### src/ov7670_pkg.sv
package ov7670_pkg;

  // stored pixel: rgb444, red in the top nibble
  localparam int pxl_w = 12;

  // vga counter widths
  localparam int vga_cols_w = 10;
  localparam int vga_rows_w = 10;

  // horizontal timing, in pixels
  localparam int h_visible = 640;
  localparam int h_front   = 16;
  localparam int h_sync    = 96;
  localparam int h_back    = 48;

  // vertical timing, in lines
  localparam int v_visible = 480;
  localparam int v_front   = 10;
  localparam int v_sync    = 2;
  localparam int v_back    = 33;

  // lowest nibble value for a dominant color to count
  localparam int color_thresh = 8;

  // one-hot filter select, bit order follows the pixel nibbles
  typedef enum logic [2:0] {
    filt_none  = 3'b000,
    filt_red   = 3'b100,
    filt_green = 3'b010,
    filt_blue  = 3'b001
  } filter_t;

endpackage

### src/vga_display.sv
`timescale 1ns/1ps

module vga_display #(
  parameter int img_cols = 80,
  parameter int img_rows = 60,
  parameter int addr_w   = 13
) (
  input  logic                               clk,
  input  logic                               rst_n,
  input  logic                               visible,
  input  logic                               new_pxl,
  input  logic                               hsync,
  input  logic                               vsync,
  input  logic [ov7670_pkg::vga_cols_w-1:0]  col,
  input  logic [ov7670_pkg::vga_rows_w-1:0]  row,
  input  logic [7:0]                         centroid,
  input  logic [2:0]                         proximity,
  output logic [addr_w-1:0]                  disp_addr,
  input  logic [ov7670_pkg::pxl_w-1:0]       disp_pxl,
  output logic [3:0]                         vga_red,
  output logic [3:0]                         vga_green,
  output logic [3:0]                         vga_blue,
  output logic                               vga_hsync,
  output logic                               vga_vsync
);

  import ov7670_pkg::*;

  logic in_win;   // image window in the top-left corner
  logic on_mark;
  logic win_d;    // first stage, taken on the pixel strobe
  logic mark_d;
  logic hs_d;
  logic vs_d;
  logic pxl_d;    // strobe delayed to the output stage

  assign in_win    = visible && (col < img_cols) && (row < img_rows);
  assign on_mark   = (col == vga_cols_w'(centroid)) && (proximity != 3'd0);
  assign disp_addr = in_win ? addr_w'(row * img_cols + col) : '0;

  always_ff @(posedge clk) begin
    if (!rst_n) begin
      win_d     <= 1'b0;
      mark_d    <= 1'b0;
      hs_d      <= 1'b1;
      vs_d      <= 1'b1;
      pxl_d     <= 1'b0;
      vga_hsync <= 1'b1;   // syncs idle high
      vga_vsync <= 1'b1;
      vga_red   <= '0;
      vga_green <= '0;
      vga_blue  <= '0;
    end else begin
      pxl_d <= new_pxl;
      if (new_pxl) begin
        win_d  <= in_win;
        mark_d <= on_mark;
        hs_d   <= hsync;
        vs_d   <= vsync;
      end
      if (pxl_d) begin     // outputs move once per pixel, held for both clocks
        vga_hsync <= hs_d;   // same delay as the colors
        vga_vsync <= vs_d;
        if (!win_d) begin
          {vga_red, vga_green, vga_blue} <= '0;   // black outside and in blanking
        end else if (mark_d) begin
          {vga_red, vga_green, vga_blue} <= '1;   // white centroid column
        end else begin
          {vga_red, vga_green, vga_blue} <= disp_pxl[pxl_w-1:0];
        end
      end
    end
  end

endmodule

### config.mk
export PLATFORM = sky130hd
export DESIGN_NAME = vga_display
export DESIGN_NICKNAME = d
export VERILOG_FILES = /design/src/ov7670_pkg.sv /design/src/vga_display.sv
export SDC_FILE = /design/constraint.sdc
export NUM_CORES = 1
export LEC_CHECK = 0
export ABC_AREA = 1
export ABC_CLOCK_PERIOD_IN_PS = 2300
export BUFFER_PORTS_ARGS = -buffer_cell sky130_fd_sc_hd__buf_4
export CAP_MARGIN = 5
export CORE_UTILIZATION = 45
export CTS_BUF_LIST = sky130_fd_sc_hd__clkbuf_8
export DETAILED_ROUTE_END_ITERATION = 12
export GPL_ROUTABILITY_DRIVEN = 0
export PLACE_DENSITY = 0.91
export SLEW_MARGIN = 20
export SYNTH_ARGS = -nofsm -noshare
export SYNTH_HDL_FRONTEND = slang
export SYNTH_SLANG_ARGS = --single-unit
### constraint.sdc
create_clock -name clk -period 2.3 [get_ports clk]
set_input_delay 0.115 -clock clk [delete_from_list [all_inputs] [get_ports clk]]
set_output_delay 0.115 -clock clk [all_outputs]
set_load 0.1 [all_outputs]
Yosys cells after proc, flatten, opt, wreduce, memory -nomap -nowiden
Index checks and enable logic that the tools add are counted.
{ "op_classes": {"n_eq_ne": 1, "n_lt_le_gt_ge": 2, "mux": 7, "addsub": 1, "n_reduce_logical": 4, "mul": 1} }
{ "op_table": {"columns": ["cell", "n"], "rows": [
  ["two-way mux 4 bit", 6],
  ["adder 13 x 10 -> 13 bit", 1],
  ["two-way mux 13 bit", 1],
  ["equality test 10 x 8 -> 1 bit", 1],
  ["less-than comparator 10 x 6 -> 1 bit, second input constant", 1],
  ["less-than comparator 10 x 7 -> 1 bit, second input constant", 1],
  ["multiplier 10 x 3 -> 9 bit, second input constant", 1],
  ["logical AND 1 bit", 3],
  ["nonzero test 3 bit", 1]
]} }
{ "totals": {"register_bits": 19, "wordCells": 26} }

Depth between registers and ports, before layout
{ "depth": {"word_depth": 4, "ltp_mapped": 14, "depth_no_buf": 14} }

Worst setup path before layout
No wires, ideal clock.
{ "synth_timing": {"path_type": "input -> output", "startpoint": "input port row[1] (netlist bit)", "endpoint": "output port disp_addr[12]", "setup_slack_ns": -1.025, "n_path_buf": 0, "arrival_ns": 3.210, "cell_stages": 14, "cell_sequence": "ha_1 > ha_1 > fa_1 > xor2_1 > ha_1 > nand2_1 > inv_1 > nand3_1 > nand3_1 > nand2_2 > nor2_2 > nand2_1 > nand2_1 > nor2_1"} }
{ "synth_via": {"elab_chain_cells": 3, "word_cells_on_any_way": 5} }
{ "synth_lines": {"columns": ["element", "line_no", "rtl"], "rows": [
  ["start, declared", "vga_display.sv:15", "input logic [ov7670_pkg::vga_rows_w-1:0] row,"],
  ["multiplier 10 x 3 -> 9 bit / less-than comparator 10 x 6 -> 1 bit (equally long branches)", "vga_display.sv:39, vga_display.sv:37", null],
  ["adder 13 x 10 -> 13 bit / logical AND 1 bit (equally long branches)", "vga_display.sv:39, vga_display.sv:37", null],
  ["two-way mux 13 bit *", "vga_display.sv:39", "assign disp_addr = in_win ? addr_w'(row * img_cols + col) : '0;"],
  ["end, declared", "vga_display.sv:18", "output logic [addr_w-1:0] disp_addr,"]
]} }
Every way passes the cells marked *; elsewhere a longest branch is shown, timed or not.

Worst setup path after layout
Same ends and word-level chain as after synthesis.

==> results.txt <==
The largest registers in the layout are vga_blue: 4 flops, vga_green: 4 flops, vga_red: 4 flops. The least setup slack across all paths after layout came out at -0.137 ns. The fraction of power consumed by combinational cells came out at 0.480. At the pin with the least slew margin, the transition time is 0.390 ns.

The number of synthesized flops with an enable pin is 0. The hold buffer count at cts is 0. The total number of placement rows came out at 20. The CTS tree is done.

Timing analysis after detailed placement gives a worst setup slack of -0.275 ns. The proportion of power drawn by the clock network is 0.210. The run finished, with violations left. The detailed-route wire length is 4.80 mm. The flip-flop and latch area is 380 um2. The total power density per cell area is 438 mW/mm2. The count of routing violations after the opening detailed-route iteration came out at 102.

The tree built by TritonCTS fans out to 19 sinks. The placed wire-length estimate after detailed placement came out at 3.41 mm. The combined global-route utilization of all metal layers came out at 0.249. The repair_antennas step left the layout with diodes totalling 0.

The filler-free cell count of the finished design is 375. The worst-case IR drop observed on VDD is 0.000237 V. The static leakage power came out at 1.29 nW. The sequential share of the synthesized area is 0.246. The largest fanout on the critical path is 4. Sorting the synthesized cells by how often they occur yields sky130_fd_sc_hd__nand2_1 (71), sky130_fd_sc_hd__inv_1 (34), sky130_fd_sc_hd__a21oi_1 (22). The mean area per synthesized cell came out at 6.37 um2. Synthesis handed over a netlist of 243 instances. The count of synthesis-stage warnings from yosys came out at 0. The maximum count of clock buffers along a single path is 2. The detailed-route DRC error count came out at 0. The number of placed instances, taps included came out at 366. The number of nets at the end of the flow came out at 400. The combined area of the multi-input logic cells came out at 0.00119 mm2. After synthesis, the share of flip-flops with an asynchronous set or reset is 0. The number of port buffers came out at 75.

The startpoint type of the worst setup path is an input pin. The clock latency at the later pin of the worst-skew pair is 0.26 ns. The max-slew violation count came to 0. At the worst endpoint, the arrival time is 2.32 ns. The number of antenna violations at the first check in global routing was 0. The net count of the mapped netlist is 311. The internal portion of the total power is 0.690 mW. The remaining antenna violation count after routing is 0. The wire length of the first global-routing pass is 6.90 mm.

Setup repair after global routing could not meet its margin everywhere. After detailed routing, the average wire length per cell comes to 12.8 um. The worst-case headroom to the max-slew limit is 0.740. The data required time of the critical path came out at 2.18 ns.

The area growth from synthesis to layout is 63.0%. The post-detailed-route via-to-cell ratio came out at 5.03. The number of search-and-repair iterations in the first detailed-routing pass is 4. The switching portion of total power is 0.376. The worst setup path is captured at an output port. The most frequent cell after synthesis is sky130_fd_sc_hd__nand2_1.

The biggest area contributor in the post-synthesis netlist is sky130_fd_sc_hd__dfxtp_1. Counting the fill cells in the layout gives 222. The critical path is of the input pin to output port type. The number of global-route vias before repair is 1654. The total global routing overflow is 0. Clock tree synthesis inserted a total of 3 buffers. The top flip-flop cell by instance count after synthesis is sky130_fd_sc_hd__dfxtp_1. The starting density of the core is 0.491. Dividing the final minimum period by the clock period gives 1.06. The clock period minus worst slack is 2.44 ns. In this run the number of H-tree levels came out at 1. The largest clock skew in the final design came out at 0.00589 ns. The fraction of post-synthesis cell area in the top cell type by area is 0.246. The overall die height is 60.6 um. The worst hold path class is input pin to register. The register share of total power is 0.311. The buffer cell driving the clock tree root is sky130_fd_sc_hd__clkbuf_8.

The checks that failed: setup timing. Ranked by total cell area, the synthesized netlist is headed by sky130_fd_sc_hd__dfxtp_1 (25%), sky130_fd_sc_hd__nand2_1 (17%), sky130_fd_sc_hd__ha_1 (14%). In this run, distinct cell masters in the synthesized netlist total 24.

The max-capacitance violation count came out at 0. The total number of vias is 1886. Setup violations remaining at the end of the flow were counted as 4. The count of pins on the block boundary is 76. The post-synthesis instance area is 0.00155 mm2.

The switching power total is 0.415 mW. The final hold violation count came to 0. The maximum number of pins on one net before global-route repair is 15. After floorplanning, the core was sized to cover 0.00315 mm2. The die covers 0.00368 mm2. The die is 60.6 um wide. Clock-pin slew was measured on the worst setup and hold paths at 0.07 ns. Setup slack on the worst reg-to-reg path comes out at 1.22 ns. The total of flip-flops plus latches after synthesis is 19.

The maximum clock rate is 0.410 GHz. The share of final-layout standard cells stronger than drive strength 1 is 0.393.
-- logic make-up after synthesis --
| logic type | synth area share |
|---|---|
| and+or+nand+nor | 0.326 |
| AOI/OAI and AO/OA | 0.137 |
| buffers and inverters | 0.0946 |
| adders and majority gates | 0.163 |
| DFF | 0.246 |
| xor gates and xnor gates | 0.0340 |
-- per-layer routing --
metal	routed length [um]	vias up	GRT usage
met1	1930	841	0.293
met3	277	11	0.0426
met2	2480	77	0.457
met4	116	0	0.0779
li1	-	957	-
met5	0	-	0
-- final timing paths --
| check | cells past startpoint | to | startpoint |
|---|---|---|---|
| worst max-delay path | 16 | disp_addr[12] | row[1] |
| worst min register to register | 2 | vga_vsync$_SDFFE_PN1P_ | vga_vsync$_SDFFE_PN1P_ |
| worst min-delay path | 2 | win_d$_SDFFE_PN0P_ | new_pxl |
| worst max register to register | 4 | vga_blue[3]$_SDFFE_PN0P_ | pxl_d$_SDFF_PN0_ |
-- worst max-delay path, cell delays in order --
cell	delay, ns
sky130_fd_sc_hd__buf_8	0.10
sky130_fd_sc_hd__ha_4	0.23
sky130_fd_sc_hd__ha_4	0.16
sky130_fd_sc_hd__fa_2	0.35
sky130_fd_sc_hd__xor2_1	0.15
sky130_fd_sc_hd__ha_1	0.36
sky130_fd_sc_hd__nand2_1	0.09
sky130_fd_sc_hd__inv_2	0.07
sky130_fd_sc_hd__nand2_1	0.07
sky130_fd_sc_hd__nand3_2	0.09
sky130_fd_sc_hd__nand2_2	0.06
sky130_fd_sc_hd__nor2_2	0.12
sky130_fd_sc_hd__nand2_1	0.08
sky130_fd_sc_hd__nand2_2	0.08
sky130_fd_sc_hd__nor2_4	0.04
sky130_fd_sc_hd__buf_12	0.16
-- area by class of cell --
type,count,area share
flip-flops and latches,19,0.151
well taps,44,0.0218
clock inverters,1,0.00198
multi-input cells,185,0.471
repair buffers,88,0.286
inverters,35,0.0521
clock buffers,3,0.0164
-- power by group through the flow --
stage	combinational, mW	clock, mW	sequential [mW]
after floorplan	0.252	0	0.384
after global placement	0.425	0	0.350
after detailed placement	0.440	0	0.350
after CTS	0.490	0.233	0.343
after global routing	0.575	0.245	0.344
final	0.530	0.231	0.343
-- placed cells by master (no fill, tap or decap), drive strengths merged --
| cell type | instances |
|---|---|
| nand3b | 1 |
| ha | 17 |
| inv | 35 |
| nor3 | 2 |
| clkinv | 1 |
| xor2 | 4 |
| a21oi | 23 |
| o21bai | 1 |
| xnor2 | 2 |
| or2 | 1 |
| clkbuf | 3 |
| nor2 | 23 |
| o21ai | 17 |
| fa | 2 |
| buf | 88 |
| nand2 | 73 |
| nand3 | 15 |
| dfxtp | 19 |
| nand4 | 4 |
-- metrics by stage --
step | instance area (um2) | hold WS (ns) | setup TNS, ns | total power, mW | util
after floorplan | 1650 | 0.199 | -0.361 | 0.636 | -
after global placement | 2310 | 0.323 | -0.591 | 0.776 | 0.733
after detailed placement | 2310 | 0.330 | -0.805 | 0.790 | 0.733
after CTS | 2490 | 0.0673 | -0.142 | 1.07 | 0.791
after global routing | 2520 | 0.0901 | -0.560 | 1.16 | 0.800
final | 2520 | 0.0880 | -0.239 | 1.10 | 0.800
-- repair_timing --
action	in CTS	in global routing
cloned	0	0
buffers inserted	4	1
gates resized for setup	26	6
endpoints found under the setup margin	4	4
pin swaps	10	8
No activity file was read; power rests on OpenSTA's default activity.
