===== src/ov7670_pkg.sv =====
package ov7670_pkg;

  // stored pixel: rgb444, red in the top nibble
  localparam int pxl_w = 12;

  // vga counter widths
  localparam int vga_cols_w = 10;
  localparam int vga_rows_w = 10;

  // horizontal timing, in pixels
  localparam int h_visible = 640;
  localparam int h_front   = 16;
  localparam int h_sync    = 96;
  localparam int h_back    = 48;

  // vertical timing, in lines
  localparam int v_visible = 480;
  localparam int v_front   = 10;
  localparam int v_sync    = 2;
  localparam int v_back    = 33;

  // lowest nibble value for a dominant color to count
  localparam int color_thresh = 8;

  // one-hot filter select, bit order follows the pixel nibbles
  typedef enum logic [2:0] {
    filt_none  = 3'b000,
    filt_red   = 3'b100,
    filt_green = 3'b010,
    filt_blue  = 3'b001
  } filter_t;

endpackage


===== src/color_proc.sv =====
`timescale 1ns/1ps

module color_proc #(
  parameter int img_cols = 80,
  parameter int img_rows = 60,
  parameter int addr_w   = 13
) (
  input  logic                          clk,
  input  logic                          rst_n,
  input  logic                          proc_ctrl,
  output logic [addr_w-1:0]             orig_addr,
  input  logic [ov7670_pkg::pxl_w-1:0]  orig_pxl,
  output logic                          proc_we,
  output logic [addr_w-1:0]             proc_addr,
  output logic [ov7670_pkg::pxl_w-1:0]  proc_pxl,
  output ov7670_pkg::filter_t           filter_sel,
  output logic [7:0]                    centroid,
  output logic [2:0]                    proximity
);

  import ov7670_pkg::*;

  localparam int                col_w     = $clog2(img_cols);
  localparam logic [addr_w-1:0] last_addr = addr_w'(img_cols * img_rows - 1);
  localparam logic [col_w-1:0]  last_col  = col_w'(img_cols - 1);

  logic [2:0]        ctrl_q;     // sync flops plus edge reg
  logic              ctrl_rise;
  filter_t           sweep_filt; // filter in use for the running sweep
  logic [col_w-1:0]  rd_col;
  logic              s1_valid;
  logic              s1_first;
  logic              s1_last;
  logic [addr_w-1:0] s1_addr;
  logic [col_w-1:0]  s1_col;
  logic              s2_last;
  logic [3:0]        nib_r;
  logic [3:0]        nib_g;
  logic [3:0]        nib_b;
  logic              match;
  logic [col_w-1:0]  min_col;
  logic [col_w-1:0]  max_col;
  logic [addr_w-1:0] match_cnt;
  logic [col_w:0]    col_sum;

  // half the msb position of the count, capped at 7
  function automatic logic [2:0] prox_of(input logic [addr_w-1:0] cnt);
    int msb;
    msb = 0;
    for (int i = 0; i < addr_w; i++) begin
      if (cnt[i]) msb = i;
    end
    return (msb / 2 > 7) ? 3'd7 : 3'(msb / 2);
  endfunction

  assign ctrl_rise = ctrl_q[1] & ~ctrl_q[2];
  assign nib_r     = orig_pxl[pxl_w-1 -: 4];
  assign nib_g     = orig_pxl[pxl_w-5 -: 4];
  assign nib_b     = orig_pxl[3:0];
  assign col_sum   = {1'b0, min_col} + {1'b0, max_col};

  // dominant color test on the returned pixel
  always_comb begin
    case (sweep_filt)
      filt_red:   match = nib_r >= color_thresh && nib_r > nib_g && nib_r > nib_b;
      filt_green: match = nib_g >= color_thresh && nib_g > nib_r && nib_g > nib_b;
      filt_blue:  match = nib_b >= color_thresh && nib_b > nib_r && nib_b > nib_g;
      default:    match = 1'b0;
    endcase
  end

  // filter select and read sweep
  always_ff @(posedge clk) begin
    if (!rst_n) begin
      ctrl_q     <= '0;
      filter_sel <= filt_none;
      sweep_filt <= filt_none;
      orig_addr  <= '0;
      rd_col     <= '0;
      s1_valid   <= 1'b0;
      s1_first   <= 1'b0;
      s1_last    <= 1'b0;
      s2_last    <= 1'b0;
    end else begin
      ctrl_q <= {ctrl_q[1:0], proc_ctrl};
      if (ctrl_rise) begin
        case (filter_sel)
          filt_none:  filter_sel <= filt_red;
          filt_red:   filter_sel <= filt_green;
          filt_green: filter_sel <= filt_blue;
          default:    filter_sel <= filt_none;
        endcase
      end
      if (orig_addr == '0) sweep_filt <= filter_sel; // new sweep picks up the filter
      orig_addr <= (orig_addr == last_addr) ? '0 : orig_addr + 1'b1;
      rd_col    <= (rd_col == last_col || orig_addr == last_addr) ? '0 : rd_col + 1'b1;
      s1_valid  <= 1'b1;
      s1_first  <= orig_addr == '0;
      s1_last   <= orig_addr == last_addr;
      s2_last   <= s1_valid & s1_last;
    end
  end

  always_ff @(posedge clk) begin
    s1_addr   <= orig_addr;
    s1_col    <= rd_col;
    proc_addr <= s1_addr;
    proc_pxl  <= (sweep_filt == filt_none || match) ? orig_pxl : '0;
  end

  // write strobe, match statistics and results
  always_ff @(posedge clk) begin
    if (!rst_n) begin
      proc_we   <= 1'b0;
      min_col   <= '0;
      max_col   <= '0;
      match_cnt <= '0;
      centroid  <= '0;
      proximity <= '0;
    end else begin
      proc_we <= s1_valid;
      if (s1_valid) begin
        if (s1_first) begin  // restart stats with the first pixel
          min_col   <= match ? s1_col : last_col;
          max_col   <= match ? s1_col : '0;
          match_cnt <= addr_w'(match);
        end else if (match) begin
          if (s1_col < min_col) min_col <= s1_col;
          if (s1_col > max_col) max_col <= s1_col;
          match_cnt <= match_cnt + 1'b1;
        end
      end
      if (s2_last) begin     // sweep done, stats still hold it
        centroid  <= (match_cnt == '0) ? 8'd0 : 8'(col_sum >> 1);
        proximity <= prox_of(match_cnt);
      end
    end
  end

endmodule


===== config.mk =====
export PLATFORM = sky130hd
export DESIGN_NAME = color_proc
export DESIGN_NICKNAME = d
export VERILOG_FILES = /design/src/ov7670_pkg.sv /design/src/color_proc.sv
export SDC_FILE = /design/constraint.sdc
export NUM_CORES = 1
export LEC_CHECK = 0
export BUFFER_PORTS_ARGS = -buffer_cell sky130_fd_sc_hd__buf_2
export CORE_MARGIN = 3
export CORE_UTILIZATION = 33
export CTS_CLUSTER_SIZE = 8
export DETAILED_ROUTE_END_ITERATION = 7
export PLACE_DENSITY = 0.6
export SETUP_SLACK_MARGIN = 0.05
export SYNTH_ARGS = -nofsm -noshare
export SYNTH_HDL_FRONTEND = slang
export SYNTH_SLANG_ARGS = --single-unit

===== constraint.sdc =====
create_clock -name clk -period 5.4 [get_ports clk]
set_clock_uncertainty 0.05 [all_clocks]
set_input_delay 0.27 -clock clk [delete_from_list [all_inputs] [get_ports clk]]
set_output_delay 0.27 -clock clk [all_outputs]
set_load 0.005 [all_outputs]

; ---- Yosys cells after proc, flatten, opt, wreduce, memory -nomap -nowiden
; Cells that the tools add are included.
[word_totals]
regBits = 117
inputBits = 15
output_inout_bits = 53
wordCells = 97
[classes]
addsub = 5
n_lt_le_gt_ge = 12
n_eq_ne = 7
muxes = 29
bitwise = 5
reduce_logical = 20
[op_table]
columns = op, n
row1 = two-way mux 32 bit, 13
row2 = two-way mux 7 bit, 9
row3 = adder 32 x 1 -> 32 bit, 1
row4 = "> comparator 32 x 4 -> 1 bit, second input constant", 1
row5 = "adder 13 x 1 -> 13 bit, second input constant", 2
row6 = logical NOT 13 bit, 2
row7 = two-way mux 13 bit, 2
row8 = > comparator 4 bit, 6
row9 = "== test 13 bit, second input constant", 1
row10 = ">= comparator 4 bit, second input constant", 3
row11 = one-hot mux 3 bit (3 select lines), 1
row12 = adder 7 x 7 -> 8 bit, 1
row13 = "adder 7 x 1 -> 7 bit, second input constant", 1
row14 = "== test 7 bit, second input constant", 1
row15 = > comparator 7 bit, 1
row16 = < comparator 7 bit, 1
row17 = "== test 3 x 2 -> 1 bit, second input constant", 2
row18 = "== test 3 bit, second input constant", 2
row19 = logical AND 1 bit, 6
row20 = logical NOT 3 bit, 2
row21 = AND reduction 3 bit, 2
row22 = nonzero test 2 bit, 3
row23 = OR reduction 2 bit, 2
row24 = AND 1 bit, 3
row25 = 7 further kinds, 10

; ---- Longest topological paths before layout
[logic_depth]
word_depth = 18
mapped_depth = 10
ltp_nobuf = 9

; ---- Worst setup path after synthesis
; OpenSTA, ideal clock, no wires.
[synth_path]
path_kind = input to register
start = input port orig_pxl[5] in the netlist's numbering
end = register min_col[2]
setup_ps = 119
arrival_time_ps = 1998
t_required_ps = 5231
setup_slack_ps = 3233
stages = 9
path_buffers = 0
cell_sequence = inv_1 ha_1 nor2b_1 o211ai_1 and3b_1 a22oi_1 a211oi_4 nand2_4 o221a_1
[synth_via]
elab_chain_cells = 6
elab_cells_between_ends = 15
cone_classes = order compare (5) / mux (3) / reduce/logical (7)
[synth_lines]
columns = item, line
row1 = "start, declared", color_proc.sv:12  ; input logic [ov7670_pkg::pxl_w-1:0] orig_pxl,
row2 = >= comparator 4 bit (tied with other cells), color_proc.sv:66  ; filt_green: match = nib_g >= color_thresh && nib_g > nib_r && nib_g > nib_b;
row3 = logical AND 1 bit (on tied branches) (2 in series), "color_proc.sv:66, color_proc.sv:65"
row4 = one-hot mux 1 bit (3 select lines) *, color_proc.sv:64  ; case (sweep_filt)
row5 = nonzero test 2 bit (no source line) or two-way mux 7 bit (tied branches), --
row6 = AND reduction 3 bit (no source line) or two-way mux 7 bit (tied branches), --
row7 = "end signal, assigned", color_proc.sv:124  ; min_col <= match ? s1_col : last_col;
row8 = "end signal, assigned", color_proc.sv:128  ; if (s1_col < min_col) min_col <= s1_col;
row9 = "end, declared", color_proc.sv:41  ; logic [col_w-1:0] min_col;
; Mark *: on every way between the ends. The rest lies on a longest branch, timed or not.
; A chain may end at the register's enable or synchronous reset.

; ---- Worst setup path in the final report
[layout_path]
start = register min_col[2]
end = register min_col[6]
[layout_via]
elab_chain_cells = 3
[layout_lines]
columns = item, line
row1 = < comparator 7 bit, color_proc.sv:128
row2 = nonzero test 2 bit (no source line), --
row3 = AND reduction 3 bit (no source line), --
; No other way between the ends.

==> summary.txt <==
STA
  • Max_slew headroom: 0.449
  • RSZ-0062 raised after global routing: false
  • Slew Limit Fails: 0
  • Fin crit share: 0.482
  • Final hold vios: 0
  • Worst-Margin Slew: 0.827 ns
  • Setup TNS: 0 ns
  • Final setup vio count: 0
  • Final worst slack: 2.80 ns
  • Max Clock Freq: 384 MHz
  • Min Tclk post-route: 2.60 ns

Synth
  • Post-synth EDFFs: 0
  • Post-synth ARST share: 0
  • Largest cells by area after synthesis: dfxtp_1, ha_1, nor2_1
  • Share of the yosys chip area belonging to registers: 0.479
  • Mapped cell area: 4850 um^2
  • Synthesized instance count: 499
  • Dominant synthesized flop cell: dfxtp_1
  • Post-Syn Nets: 551
  • Area fraction of the dominant cell type after synthesis: 0.479
  • YS warnings: 0
  • Synth area leader: dfxtp_1
  • Flip-flop and latch count after synthesis: 116
  • Distinct cells, synth: 60
  • Syn_area_per_cell: 9.71 um^2

Clocking
  • CTS tree: built
  • Cts repair resizes: 0
  • Clock latency on the worst-skew pair: 0.41 ns
  • Total setup buffers inserted after CTS: 0
  • Number of H-tree levels: 4
  • Hold Buf Count CTS: 1
  • CTS Buf Count: 17
  • CTS sink count: 116
  • Clock Pin Slew Worst Setup and Hold Paths: 0.06 ns
  • Clock Root Buffer: clkbuf_16
  • CTS Buffer Depth: 2

Routing
  • Number of vias per cell: 4.89
  • Via Count: 3740
  • DRC Markers: 0
  • Drt total wl: 10300 um
  • Initial DRC count: 197
  • Drt pass-1 iters: 4
  • Routed Antenna Nets: 0
  • Routed WL per cell: 13.4 um

Cells and area
  • Share of layout cells above drive strength 1: 0.188
  • Area Growth Syn to Fin: 22.4%
  • Fill count: 1358
  • # nets final: 624
  • Antenna cell count: 0

Pwr
  • Worst VDD drop: 0.231 mV
  • Leakage power: 0.00260 uW
  • Power Density: 360 nW/um^2

Place
  • IO Port Bufs: 66
  • Post-DP HPWL: 7350 um
  • GP Congestion: 0.806
  • Pre-CTS setup slack: 2.61 ns

Floorplanning
  • FP Rows: 43
  • Initial Utilization: 0.344
  • Die H: 127 um
  • Die W: 127 um
  • CORE AREA: 14100 um^2
  • I/O Pins: 68
  • Die Area: 16200 um^2

Worst setup path
  • Crit start category: flip-flop
  • CP Data Arrival Time: 2.86 ns
  • Crit Path Max Fanout: 8
  • Crit end category: flip-flop
  • Setup CP Type: flip-flop to flip-flop
  • Worst Path Required: 5.65 ns
  • R2r worst-path depth: 9

Worst hold path
  • Worst hold stages: 2
  • Hold Path Class: input port to flip-flop

Global routing
  • Largest net degree at the start of global routing: 53
  • Vias in the first global route: 3706
  • Initial antenna violation count: 0
  • Gr usage total: 0.134
  • Gr ovfl total: 0
  • Global-route wire length before repair: 17300 um

Status
  • Status: completed

Flow run
  • Maxcap violations: 0
## sequential cells by signal, indices dropped and copies added (netlist names), 12 cells and up
name	count
proc_addr	13
orig_addr	13
s1_addr	13
match_cnt	13
proc_pxl	12
## per-layer routing
layer,vias to the layer above,GRT usage,part of all wire
li1,1896,-,-
met3,8,0.0502,0.058
met1,1757,0.162,0.46
met5,-,0,0
met2,79,0.213,0.48
met4,0,0.0568,0.011
## cells by family after synthesis
logic type | after synthesis | share of synthesized area
buffers and inverters | 46 | 0.0403
and+or+nand+nor | 181 | 0.195
adders and majority gates | 37 | 0.0971
DFF | 116 | 0.479
other | 1 | 0.000774
muxes | 12 | 0.0248
AOI/OAI and AO/OA | 86 | 0.127
xor gates and xnor gates | 20 | 0.0361
## layout by cell type, fill, tap and decap left out, types with 12 or more instances in the layout
master / n
ha_1: 36
dfxtp_1: 116
a21oi_1: 23
nor2_1: 43
nor2b_1: 19
nand2_1: 37
nand3_1: 21
buf_2: 66
inv_1: 33
o21ai_0: 14
clkbuf_16: 17
xor2_1: 14
mux2i_1: 12
## cell usage after synthesis, types with 3 or more instances
cell      number
dfxtp_1      116
nor2_1        43
nand2_1       37
ha_1          36
inv_1         33
a21oi_1       23
nand3_1       21
nor2b_1       19
o21ai_0       14
xor2_1        14
mux2i_1       12
and2_1        10
nand4_1       10
a21o_1         7
nand2b_1       7
clkbuf_1       6
nor3_1         6
xnor2_1        6
a22oi_1        5
nor4_1         5
o221a_1        5
and3_1         4
or3_1          4
or4_1          4
and4_1         3
buf_2          3
o211ai_1       3
o22ai_1        3
o31ai_1        3
## worst paths after layout
check / startpoint / endpoint / slack, ns
min reg2reg: s1_addr[11] / proc_addr[11] / 0.27
max: min_col[2] / min_col[6] / 2.80
max reg2reg: min_col[2] / min_col[6] / 2.80
min: orig_pxl[8] / proc_pxl[8] / 0.06
## metrics by stage
| stage | util | hold slack [ns] | instance area (um^2) | power [uW] | cells |
|---|---|---|---|---|---|
| after detailed placement | 0.378 | 0.262 | 5330 | 1040 | 732 |
| after global routing | 0.421 | 0.0493 | 5930 | 2220 | 765 |
| after global placement | 0.378 | 0.265 | 5330 | 1040 | 732 |
| after CTS | 0.421 | 0.0452 | 5930 | 2160 | 765 |
| after floorplan | - | 0.248 | 4850 | 999 | 499 |
| final | 0.421 | 0.0648 | 5930 | 2130 | 765 |
## power breakdown
part	switching, uW	total, uW	internal, uW
combinational	75.2	129	53.8
clock	412	1110	697
sequential	17.0	896	879
total	504	2130	1630
## final cells by class
type,instances,area [um^2],share of cell area
clock inverter,13,149,0.0251
inverter,33,124,0.0209
multi-input combinational,337,2330,0.393
timing repair buffer,67,340,0.0574
sequential,116,2320,0.391
tap,180,225,0.0380
clock buffer,19,443,0.0747
## critical path, stage by stage (launching register included)
cell and delay [ns]:
dfxtp_1 0.36, inv_1 0.06, ha_1 0.31, a21o_1 0.20
a31oi_1 0.20, o21ai_0 0.14, o31a_1 0.30, a211oi_4 0.47
nand2_4 0.15, o221a_1 0.26
Power figures use the tool's default switching activity.
