### src/ov7670_pkg.sv
package ov7670_pkg;

  // stored pixel: rgb444, red in the top nibble
  localparam int pxl_w = 12;

  // vga counter widths
  localparam int vga_cols_w = 10;
  localparam int vga_rows_w = 10;

  // horizontal timing, in pixels
  localparam int h_visible = 640;
  localparam int h_front   = 16;
  localparam int h_sync    = 96;
  localparam int h_back    = 48;

  // vertical timing, in lines
  localparam int v_visible = 480;
  localparam int v_front   = 10;
  localparam int v_sync    = 2;
  localparam int v_back    = 33;

  // lowest nibble value for a dominant color to count
  localparam int color_thresh = 8;

  // one-hot filter select, bit order follows the pixel nibbles
  typedef enum logic [2:0] {
    filt_none  = 3'b000,
    filt_red   = 3'b100,
    filt_green = 3'b010,
    filt_blue  = 3'b001
  } filter_t;

endpackage

### src/ov7670_capture.sv
`timescale 1ns/1ps

module ov7670_capture #(
  parameter int img_cols = 80,
  parameter int img_rows = 60,
  parameter int addr_w   = 13
) (
  input  logic                          clk,
  input  logic                          rst_n,
  input  logic                          pclk,
  input  logic                          vsync,
  input  logic                          href,
  input  logic [7:0]                    data,
  output logic                          cap_we,
  output logic [addr_w-1:0]             cap_addr,
  output logic [ov7670_pkg::pxl_w-1:0]  cap_pxl
);

  localparam logic [addr_w-1:0] last_addr = addr_w'(img_cols * img_rows - 1);

  logic [2:0]        pclk_q;   // two sync flops plus edge reg
  logic [2:0]        vsync_q;
  logic [1:0]        href_q;
  logic [7:0]        data_q1;  // data delayed like the strobes
  logic [7:0]        data_q2;
  logic              pclk_rise;
  logic              vs_rise;
  logic              byte_sel; // 0: first byte (red), 1: second byte (green, blue)
  logic              full;     // frame already holds all pixels
  logic [addr_w-1:0] wr_cnt;
  logic [3:0]        red_nib;

  assign pclk_rise = pclk_q[1] & ~pclk_q[2];
  assign vs_rise   = vsync_q[1] & ~vsync_q[2];

  // synchronizers
  always_ff @(posedge clk) begin
    if (!rst_n) begin
      pclk_q  <= '0;
      vsync_q <= '0;
      href_q  <= '0;
    end else begin
      pclk_q  <= {pclk_q[1:0], pclk};
      vsync_q <= {vsync_q[1:0], vsync};
      href_q  <= {href_q[0], href};
    end
  end

  always_ff @(posedge clk) begin
    data_q1 <= data;
    data_q2 <= data_q1; // lines up with pclk_q[1]
  end

  // byte phase and address count
  always_ff @(posedge clk) begin
    if (!rst_n) begin
      cap_we   <= 1'b0;
      byte_sel <= 1'b0;
      full     <= 1'b0;
      wr_cnt   <= '0;
    end else begin
      cap_we <= 1'b0;
      if (vs_rise) begin   // new frame
        wr_cnt   <= '0;
        full     <= 1'b0;
        byte_sel <= 1'b0;
      end else if (!href_q[1]) begin
        byte_sel <= 1'b0;  // realign at each line
      end else if (pclk_rise) begin
        byte_sel <= ~byte_sel;
        if (byte_sel) begin
          cap_we <= ~full; // drop pixels past the last address
          if (wr_cnt == last_addr) full <= 1'b1;
          else wr_cnt <= wr_cnt + 1'b1;
        end
      end
    end
  end

  // pixel assembly
  always_ff @(posedge clk) begin
    if (pclk_rise && href_q[1]) begin
      if (!byte_sel) begin
        red_nib <= data_q2[3:0];           // low nibble only in rgb444
      end else begin
        cap_pxl  <= {red_nib, data_q2};    // green high, blue low
        cap_addr <= wr_cnt;
      end
    end
  end

endmodule

### config.mk
export PLATFORM = sky130hd
export DESIGN_NAME = ov7670_capture
export DESIGN_NICKNAME = d
export VERILOG_FILES = /design/src/ov7670_pkg.sv /design/src/ov7670_capture.sv
export SDC_FILE = /design/constraint.sdc
export NUM_CORES = 1
export LEC_CHECK = 0
export ABC_AREA = 1
export BUFFER_PORTS_ARGS = -buffer_cell sky130_fd_sc_hd__buf_2
export CORE_ASPECT_RATIO = 0.75
export CORE_MARGIN = 4
export CORE_UTILIZATION = 50
export DETAILED_ROUTE_END_ITERATION = 12
export PLACE_DENSITY = 0.74
export SLEW_MARGIN = 25
export SYNTH_ARGS = -nofsm -noshare
export SYNTH_HDL_FRONTEND = slang
export SYNTH_SLANG_ARGS = --single-unit
### constraint.sdc
create_clock -name clk -period 1.85 [get_ports clk]
set_clock_uncertainty 0.05 [all_clocks]
set_input_delay 0.185 -clock clk [delete_from_list [all_inputs] [get_ports clk]]
set_output_delay 0.185 -clock clk [all_outputs]
set_load 0.03 [all_outputs]
# [After elaboration in Yosys (flattened, before gate mapping)]
# Index checks and enable logic that the tools add are counted.
[totals] mem_bits_rw=0 rom_bits=0 register_bits=69 n_memories=0 in_bits=13 latchBits=0 out_inout_bits=26
[op_classes] n_addsub=1 div=0 order_cmp=0 mul=0 eq_ne=1 muxes=0 n_bitwise=10 n_shift=0 reduce_logical=8
[op_table] operator="$add 13x1->13 const B" n=1
[op_table] operator="$eq 13x13->1 const B" n=1
[op_table] operator="$not 1->1" n=8
[op_table] operator="$reduce_and 4->1" n=2
[op_table] operator="$reduce_or 5->1" n=1
[op_table] operator="$reduce_and 2->1" n=2
[op_table] operator="$reduce_or 3->1" n=1
[op_table] operator="$and 1x1->1" n=2
[op_table] operator="$reduce_or 2->1" n=1
[op_table] operator="$logic_and 1x1->1" n=1

# [Logic depth before layout (Yosys ltp)]
# Gate-level depths: netlist of the first run.
[depth] word_depth=4 mapped_depth=9

# [Worst setup path after synthesis of the first run]
# No wires, ideal clock.
[synth_path] path_type="flip-flop to flip-flop" startpoint="register pclk_q[1]" endpoint="register wr_cnt[10]" t_required_ps=1690 setup_slack_ps=274 period_less_slack_ps=1576 n_path_buf=1 stages_incl_launch_ff=7 arrival_time_ps=1416 path_cell_list="dfxtp_1 > nand3_1 > nor2_4 > buf_2 > nand4_1 > nand2_1 > nor2_2"
[synth_via] elab_chain_len=2
[synth_lines] element="start, declared" line="ov7670_capture.sv:21" text="logic [2:0] pclk_q;"
[synth_lines] element="start signal, assigned" line="ov7670_capture.sv:43" text="pclk_q <= {pclk_q[1:0], pclk};"
[synth_lines] element="$and 1x1->1" line="ov7670_capture.sv:33" text="assign pclk_rise = pclk_q[1] & ~pclk_q[2];"
[synth_lines] element="$reduce_and 4->1 (no line)"
[synth_lines] element="end signal, assigned" line="ov7670_capture.sv:74" text="else wr_cnt <= wr_cnt + 1'b1;"
[synth_lines] element="end, declared" line="ov7670_capture.sv:30" text="logic [addr_w-1:0] wr_cnt;"
# Every way passes these cells.
# A chain may end at the register's enable or synchronous reset.

# [Worst setup path in the final report of the first run]
[layout_path] startpoint="register wr_cnt[0]" endpoint="register wr_cnt[1]"
[layout_via] elab_chain_len=3 word_cells_on_any_way=4
[layout_lines] element="branches (longest 3 deep; another with $add 13x1->13)"
# Several ways; the timed one is not identified.

==> run_results.csv, run 1 <==
group,metric,value,unit
clocking,insertion_delay,340,ps
clocking,cts_sinks,69,
clocking,cts_tree,"built",
global_route,grt_usage,0.140,
global_route,grt_pass1_wl,5950,um
synth,synth_cells,211,
route,routedWlPerCell,10.7,um
job,cap_violations,0,
synth,syn_nets,225,
placement,io_buffers,38,
clocking,htreeDepth,3,
die,die_h,67.3,um
timing,fmax,612,MHz
worst_setup_path,worstPathCellList,"ha_1 -> nand3_2 -> nor2_4 -> nand3_4 -> nand2_4 -> inv_1 -> nor2_1 -> nor2_1",
worst_setup_path,worstPathRequired,2030,ps
global_route,grt_max_degree,44,
final_layout,syn2layout_area_growth,25.4,%
final_layout,drive_above_1_share,0.240,
final_layout,num_antenna_cells,0,
die,io_pins,39,
route,drt_iter0_drc,106,
worst_setup_path,worstPathArrival,1820,ps
synth,synth_seq_cells,69,
worst_setup_path,slowest_stage,"dfxtp_1",
timing,layout_min_cycle_time,1640,ps
timing,slew_headroom,0.738,
route,wl,3560,um
final_layout,multiInputGateArea,549,um^2
worst_setup_path,crit_fanout,18,
timing,rsz0062_at_grt,"no",
worst_setup_path,critical_path_buf_inv_count,1,
timing,finalHoldViolCount,0,
timing,fin_setup_tns,0,ps
global_route,overflow,0,
synth,synth-async-reset-ratio,0,
route,vias,1532,
pwr,p_leak,1.15,nW
synth,ys_warn_count,0,
min_path,hold_class,"primary input to flip-flop",
timing,slew_viol_final,0,
worst_setup_path,critPathKind,"flip-flop to flip-flop",
synth,syn_avg_cell_area,11.1,um^2
global_route,grt_antenna_before_repair,0,
placement,routabilityCongestion,0.795,
clocking,numCtsBuffers,9,
final_layout,regArea,0.00167,mm^2
die,core,0.00449,mm^2
worst_setup_path,cpPeakStageDelay,400,ps
worst_setup_path,endpoint_kind,"flip-flop",
synth,syn_area,0.00235,mm^2
synth,synth-edff-count,29,
final_layout,nets,284,
timing,setup_viol,0,
clocking,cts_resized,0,
die,fp.dieW,87.1,um
pwr,ir_worst_vdd,557,uV
synth,ys_seq_area_frac,0.712,
worst_setup_path,startpoint_type,"flip-flop",
synth,synth_top_flop_cell,"dfxtp_1",
clocking,path_clk_slew,70,ps
route,drc_errors,0,
clocking,cts_buffer_depth,2,
route,drt_pass1_iterations,4,
route,via_per_inst,4.61,
pwr,cellPowerDensity,995,mW/mm^2
global_route,grt_pass1_vias,1348,
die,row_count,21,
worst_setup_path,cpLargestDelayFamily,"simple AND/OR/NAND/NOR gates",
final_layout,n_fill_cell,346,
timing,worstMarginPinSlew,390,ps
die,die-area,0.00587,mm^2
synth,ys_types,23,
final_layout,fin_util,0.655,
route,drtAntennaViolNets,0,
placement,dp_hpwl,2360,um
run_status,status,"completed",
clocking,clockRootBuffer,"clkbuf_8",
timing,period_share,0.884,
worst_setup_path,crit_top_cell,"nor2_1",
die,floorplan.initialDensity,0.522,
[report_power, final]
group	internal (mW)	total, mW	switching [mW]	leakage (nW)
clock network	0.710	1.26	0.552	0.108
logic	0.0313	0.0552	0.0239	0.464
registers	1.60	1.61	0.00761	0.573
[sequential cells by signal (all words and copies together), names as in the netlist]
signal,count
wr_cnt,13
full,1
cap_we,1
cap_addr,13
cap_pxl,12
byte_sel,1
red_nib,4
data_q1,8
href_q,2
vsync_q,3
pclk_q,3
data_q2,8
[cell families (layout without fill, tap and decap cells)]
family / Yosys count / after routing / share of synthesized area
DFF: 69 / 69 / 0.712
AOI/OAI and AO/OA: 11 / 11 / 0.0256
and+or+nand+nor: 96 / 96 / 0.192
adders and majority gates: 1 / 1 / 0.00533
buffers and inverters: 31 / 95 / 0.0538
xor gates and xnor gates: 3 / 3 / 0.0112
[cells in the final DEF, fill, tap and decap left out, drive strengths merged]
| cell type | count |
|---|---|
| a211oi | 1 |
| dfxtp | 40 |
| nand3 | 15 |
| clkinvlp | 1 |
| clkinv | 3 |
| nand3b | 1 |
| nor2 | 26 |
| ha | 1 |
| dlygate4sd3 | 11 |
| a21oi | 5 |
| xor2 | 1 |
| nor3 | 2 |
| o21a | 1 |
| clkbuf | 10 |
| o21ai | 4 |
| xnor2 | 2 |
| bufinv | 1 |
| edfxtp | 29 |
| nand2 | 47 |
| buf | 40 |
| nand4 | 5 |
| inv | 29 |
[stage by stage]
step                      worst slack, ps  area (um^2)  std cells  total power, mW  hold slack [ps]
after floorplan                       274         2350        211             1.66              163
after global placement                287         2620        305             1.68              237
after detailed placement              232         2620        305             1.68              239
after CTS                             219         2940        332             2.98             55.2
after global routing                 60.2         2940        332             3.05             78.7
final                                 215         2940        332             2.93             83.7
[final cells by class]
cell class | instances | share of cell area
well taps | 57 | 0.0242
inverters | 28 | 0.0357
clock buffers | 10 | 0.0506
multi-input cells | 111 | 0.187
flip-flops and latches | 69 | 0.568
clock inverters | 6 | 0.0234
repair buffers | 51 | 0.111
[final timing paths]
check | start | to | slack [ps] | depth (start not counted)
setup / recovery | wr_cnt[0] | wr_cnt[1] | 210 | 8
hold / removal | rst_n | vsync_q[0] | 80 | 3
hold reg to reg | data_q1[4] | data_q2[4] | 280 | 0
setup reg to reg | wr_cnt[0] | wr_cnt[1] | 210 | 8
[per-layer routing]
metal | GRT usage | up-vias | part of all wire
met1 | 0.165 | 680 | 0.44
met3 | 0.0768 | 7 | 0.081
met5 | 0 | - | 0
li1 | - | 805 | -
met4 | 0.0747 | 0 | 0.013
met2 | 0.205 | 40 | 0.47
[worst reg2reg max path, stage by stage (launching register included)]
cell	delay, ps
dfxtp_1	400
ha_1	240
nand3_2	130
nor2_4	140
nand3_4	200
nand2_4	170
inv_1	70
nor2_1	80
nor2_1	50
[synthesized netlist by cell type (2+ instances only)]
cell type  number  area [um^2]
xnor2_1         2         17.5
a21oi_1         5         25.0
o21ai_0         4         20.0
nor2_4          2         22.5
nand2_1        46          173
inv_1          28          105
nor2_1         19         71.3
nand4_1         5         31.3
nor3_1          2         10.0
nor2_2          5         31.3
dfxtp_1        40          801
edfxtp_1       29          871
nand3_1        13         65.1
buf_2           2         10.0
[what timing repair did]
action                     in CTS  in global routing
hold endpoints to repair       11                  0
setup endpoints to repair       0                  0
buffers inserted                0                  0
hold buffers                   11                  0
Note: power is estimated with default switching activity, not from simulation.
==> run 2: changes to the inputs <==
Settings changed: ABC_CLOCK_PERIOD_IN_PS set to 1850, BUFFER_PORTS_ARGS -buffer_cell sky130_fd_sc_hd__buf_2 to unset, CORE_MARGIN 4 to unset, DONT_BUFFER_PORTS set to 1, PLACE_DENSITY 0.74 to 0.67.
==> run 2 against run 1 <==
Register-to-register slack about the same. Fmax down 0.78%. Clock power is 6% lower. Die area shrank 15%. Wire length down 4.1%. Via count shrank 6.7%. Sequential share of layout area rose by 4.3 points. Worst hold slack better by 99 ps. Combinational power fell by 22%. Non-clock buffer count decreased by 38. Critical path type unchanged.
==> run_results.csv, run 2 (synthesized netlist as in run 1, its figures left out) <==
group,metric,value,unit
run_status,status,"completed",
timing,fin_setup_tns,0,ps
final_layout,nets,246,
timing,slew_viol_final,0,
final_layout,drive_above_1_share,0.114,
route,routedWlPerCell,11.6,um
final_layout,fin_util,0.609,
global_route,grt_antenna_before_repair,0,
placement,dp_hpwl,2100,um
route,vias,1429,
worst_setup_path,worstPathArrival,1830,ps
placement,io_buffers,0,
die,die-area,0.00498,mm^2
die,fp.dieW,81.1,um
worst_setup_path,crit_fanout,18,
clocking,cts_sinks,69,
pwr,p_leak,0.992,nW
clocking,clockRootBuffer,"clkbuf_8",
route,drt_iter0_drc,67,
clocking,cts_buffer_depth,2,
global_route,grt_pass1_wl,5530,um
timing,layout_min_cycle_time,1650,ps
die,io_pins,39,
die,die_h,61.3,um
clocking,htreeDepth,3,
pwr,cellPowerDensity,1040,mW/mm^2
timing,finalHoldViolCount,0,
global_route,grt_usage,0.162,
pwr,ir_worst_vdd,768,uV
timing,worstMarginPinSlew,384,ps
global_route,overflow,0,
clocking,insertion_delay,340,ps
timing,rsz0062_at_grt,"no",
route,drc_errors,0,
worst_setup_path,startpoint_type,"flip-flop",
die,core,0.00449,mm^2
final_layout,final_cell_mix,"nand2_1 (46), dfxtp_1 (40), edfxtp_1 (29)",
final_layout,syn2layout_area_growth,16.6,%
timing,slew_headroom,0.742,
route,via_per_inst,4.86,
timing,fmax,607,MHz
clocking,path_clk_slew,70,ps
global_route,grt_pass1_vias,1288,
clocking,numCtsBuffers,9,
final_layout,n_fill_cell,362,
final_layout,multiInputGateArea,549,um^2
final_layout,num_antenna_cells,0,
timing,period_share,0.891,
route,wl,3410,um
final_layout,regArea,0.00167,mm^2
clocking,cts_tree,"built",
route,drt_pass1_iterations,4,
global_route,grt_max_degree,44,
final_layout,final_common_cell,"nand2_1",
timing,setup_viol,0,
route,drtAntennaViolNets,0,
worst_setup_path,worstPathRequired,2030,ps
worst_setup_path,critPathKind,"flip-flop to flip-flop",
clocking,cts_resized,0,
final_layout,reg.largest.list,"cap_addr (13), wr_cnt (13), cap_pxl (12)",
placement,routabilityCongestion,0.778,
worst_setup_path,endpoint_kind,"flip-flop",
die,row_count,21,
job,cap_violations,0,
min_path,hold_class,"primary input to flip-flop",
die,floorplan.initialDensity,0.522,
## run 2: changes by cell type in the layout (fill, tap and decap cells not counted), sizes merged
cell / delta
clkinv: -1
clkinvlp: +2
buf: -39
dlygate4sd3: +1
clkbuf: -1
## run 2: repair_timing
action | CTS | global route
setup buffers | 0 | 0
endpoints found under the hold margin | 16 | 0
hold buffers | 12 | 0
## run 2: power by group
part / internal, mW / total (mW) / switching, mW
Sequential: 1.60 / 1.61 / 0.00756
Clock: 0.625 / 1.18 / 0.554
Combinational: 0.0224 / 0.0430 / 0.0206
Total: 2.25 / 2.83 / 0.582
## run 2: worst max-delay path, cell delays in order (launching register included)
cell	delay, ps
dfxtp_1	390
ha_1	250
nand3_2	130
nor2_4	140
nand3_4	200
nand2_4	180
inv_1	60
nor2_1	90
nor2_1	50
## run 2: area by class of cell
cell class / count / area share
tap: 57 / 0.0261
clock buffer: 9 / 0.0453
sequential: 69 / 0.611
clock inverter: 7 / 0.0274
inverter: 28 / 0.0384
multi-input combinational: 111 / 0.201
timing repair buffer: 13 / 0.0512
## run 2: worst paths after layout
kind | end | startpoint | depth (start not counted) | slack [ps]
worst max-delay path | wr_cnt[1] | wr_cnt[0] | 8 | 200
worst min-delay path | wr_cnt[8] | rst_n | 2 | 180
worst max register to register | wr_cnt[1] | wr_cnt[0] | 8 | 200
worst min register to register | data_q2[5] | data_q1[5] | 0 | 280
## run 2: routing by layer
metal,vias up,track usage,wire length [um]
li1,726,-,-
met1,653,0.172,1510
met2,43,0.258,1640
met3,7,0.0874,217
met4,0,0.102,48
met5,-,0,0
## run 2: metrics by stage
stage / area [um^2] / power (mW) / hold slack, ps / instances / setup WS, ps
2_1_floorplan: 2350 / 1.66 / 163 / 211 / 274
5_1_grt: 2740 / 2.96 / 174 / 294 / 37.3
3_3_place_gp: 2420 / 1.66 / 163 / 266 / 280
4_1_cts: 2740 / 2.87 / 176 / 294 / 189
6_report: 2740 / 2.83 / 183 / 294 / 202
3_5_place_dp: 2420 / 1.67 / 163 / 266 / 198
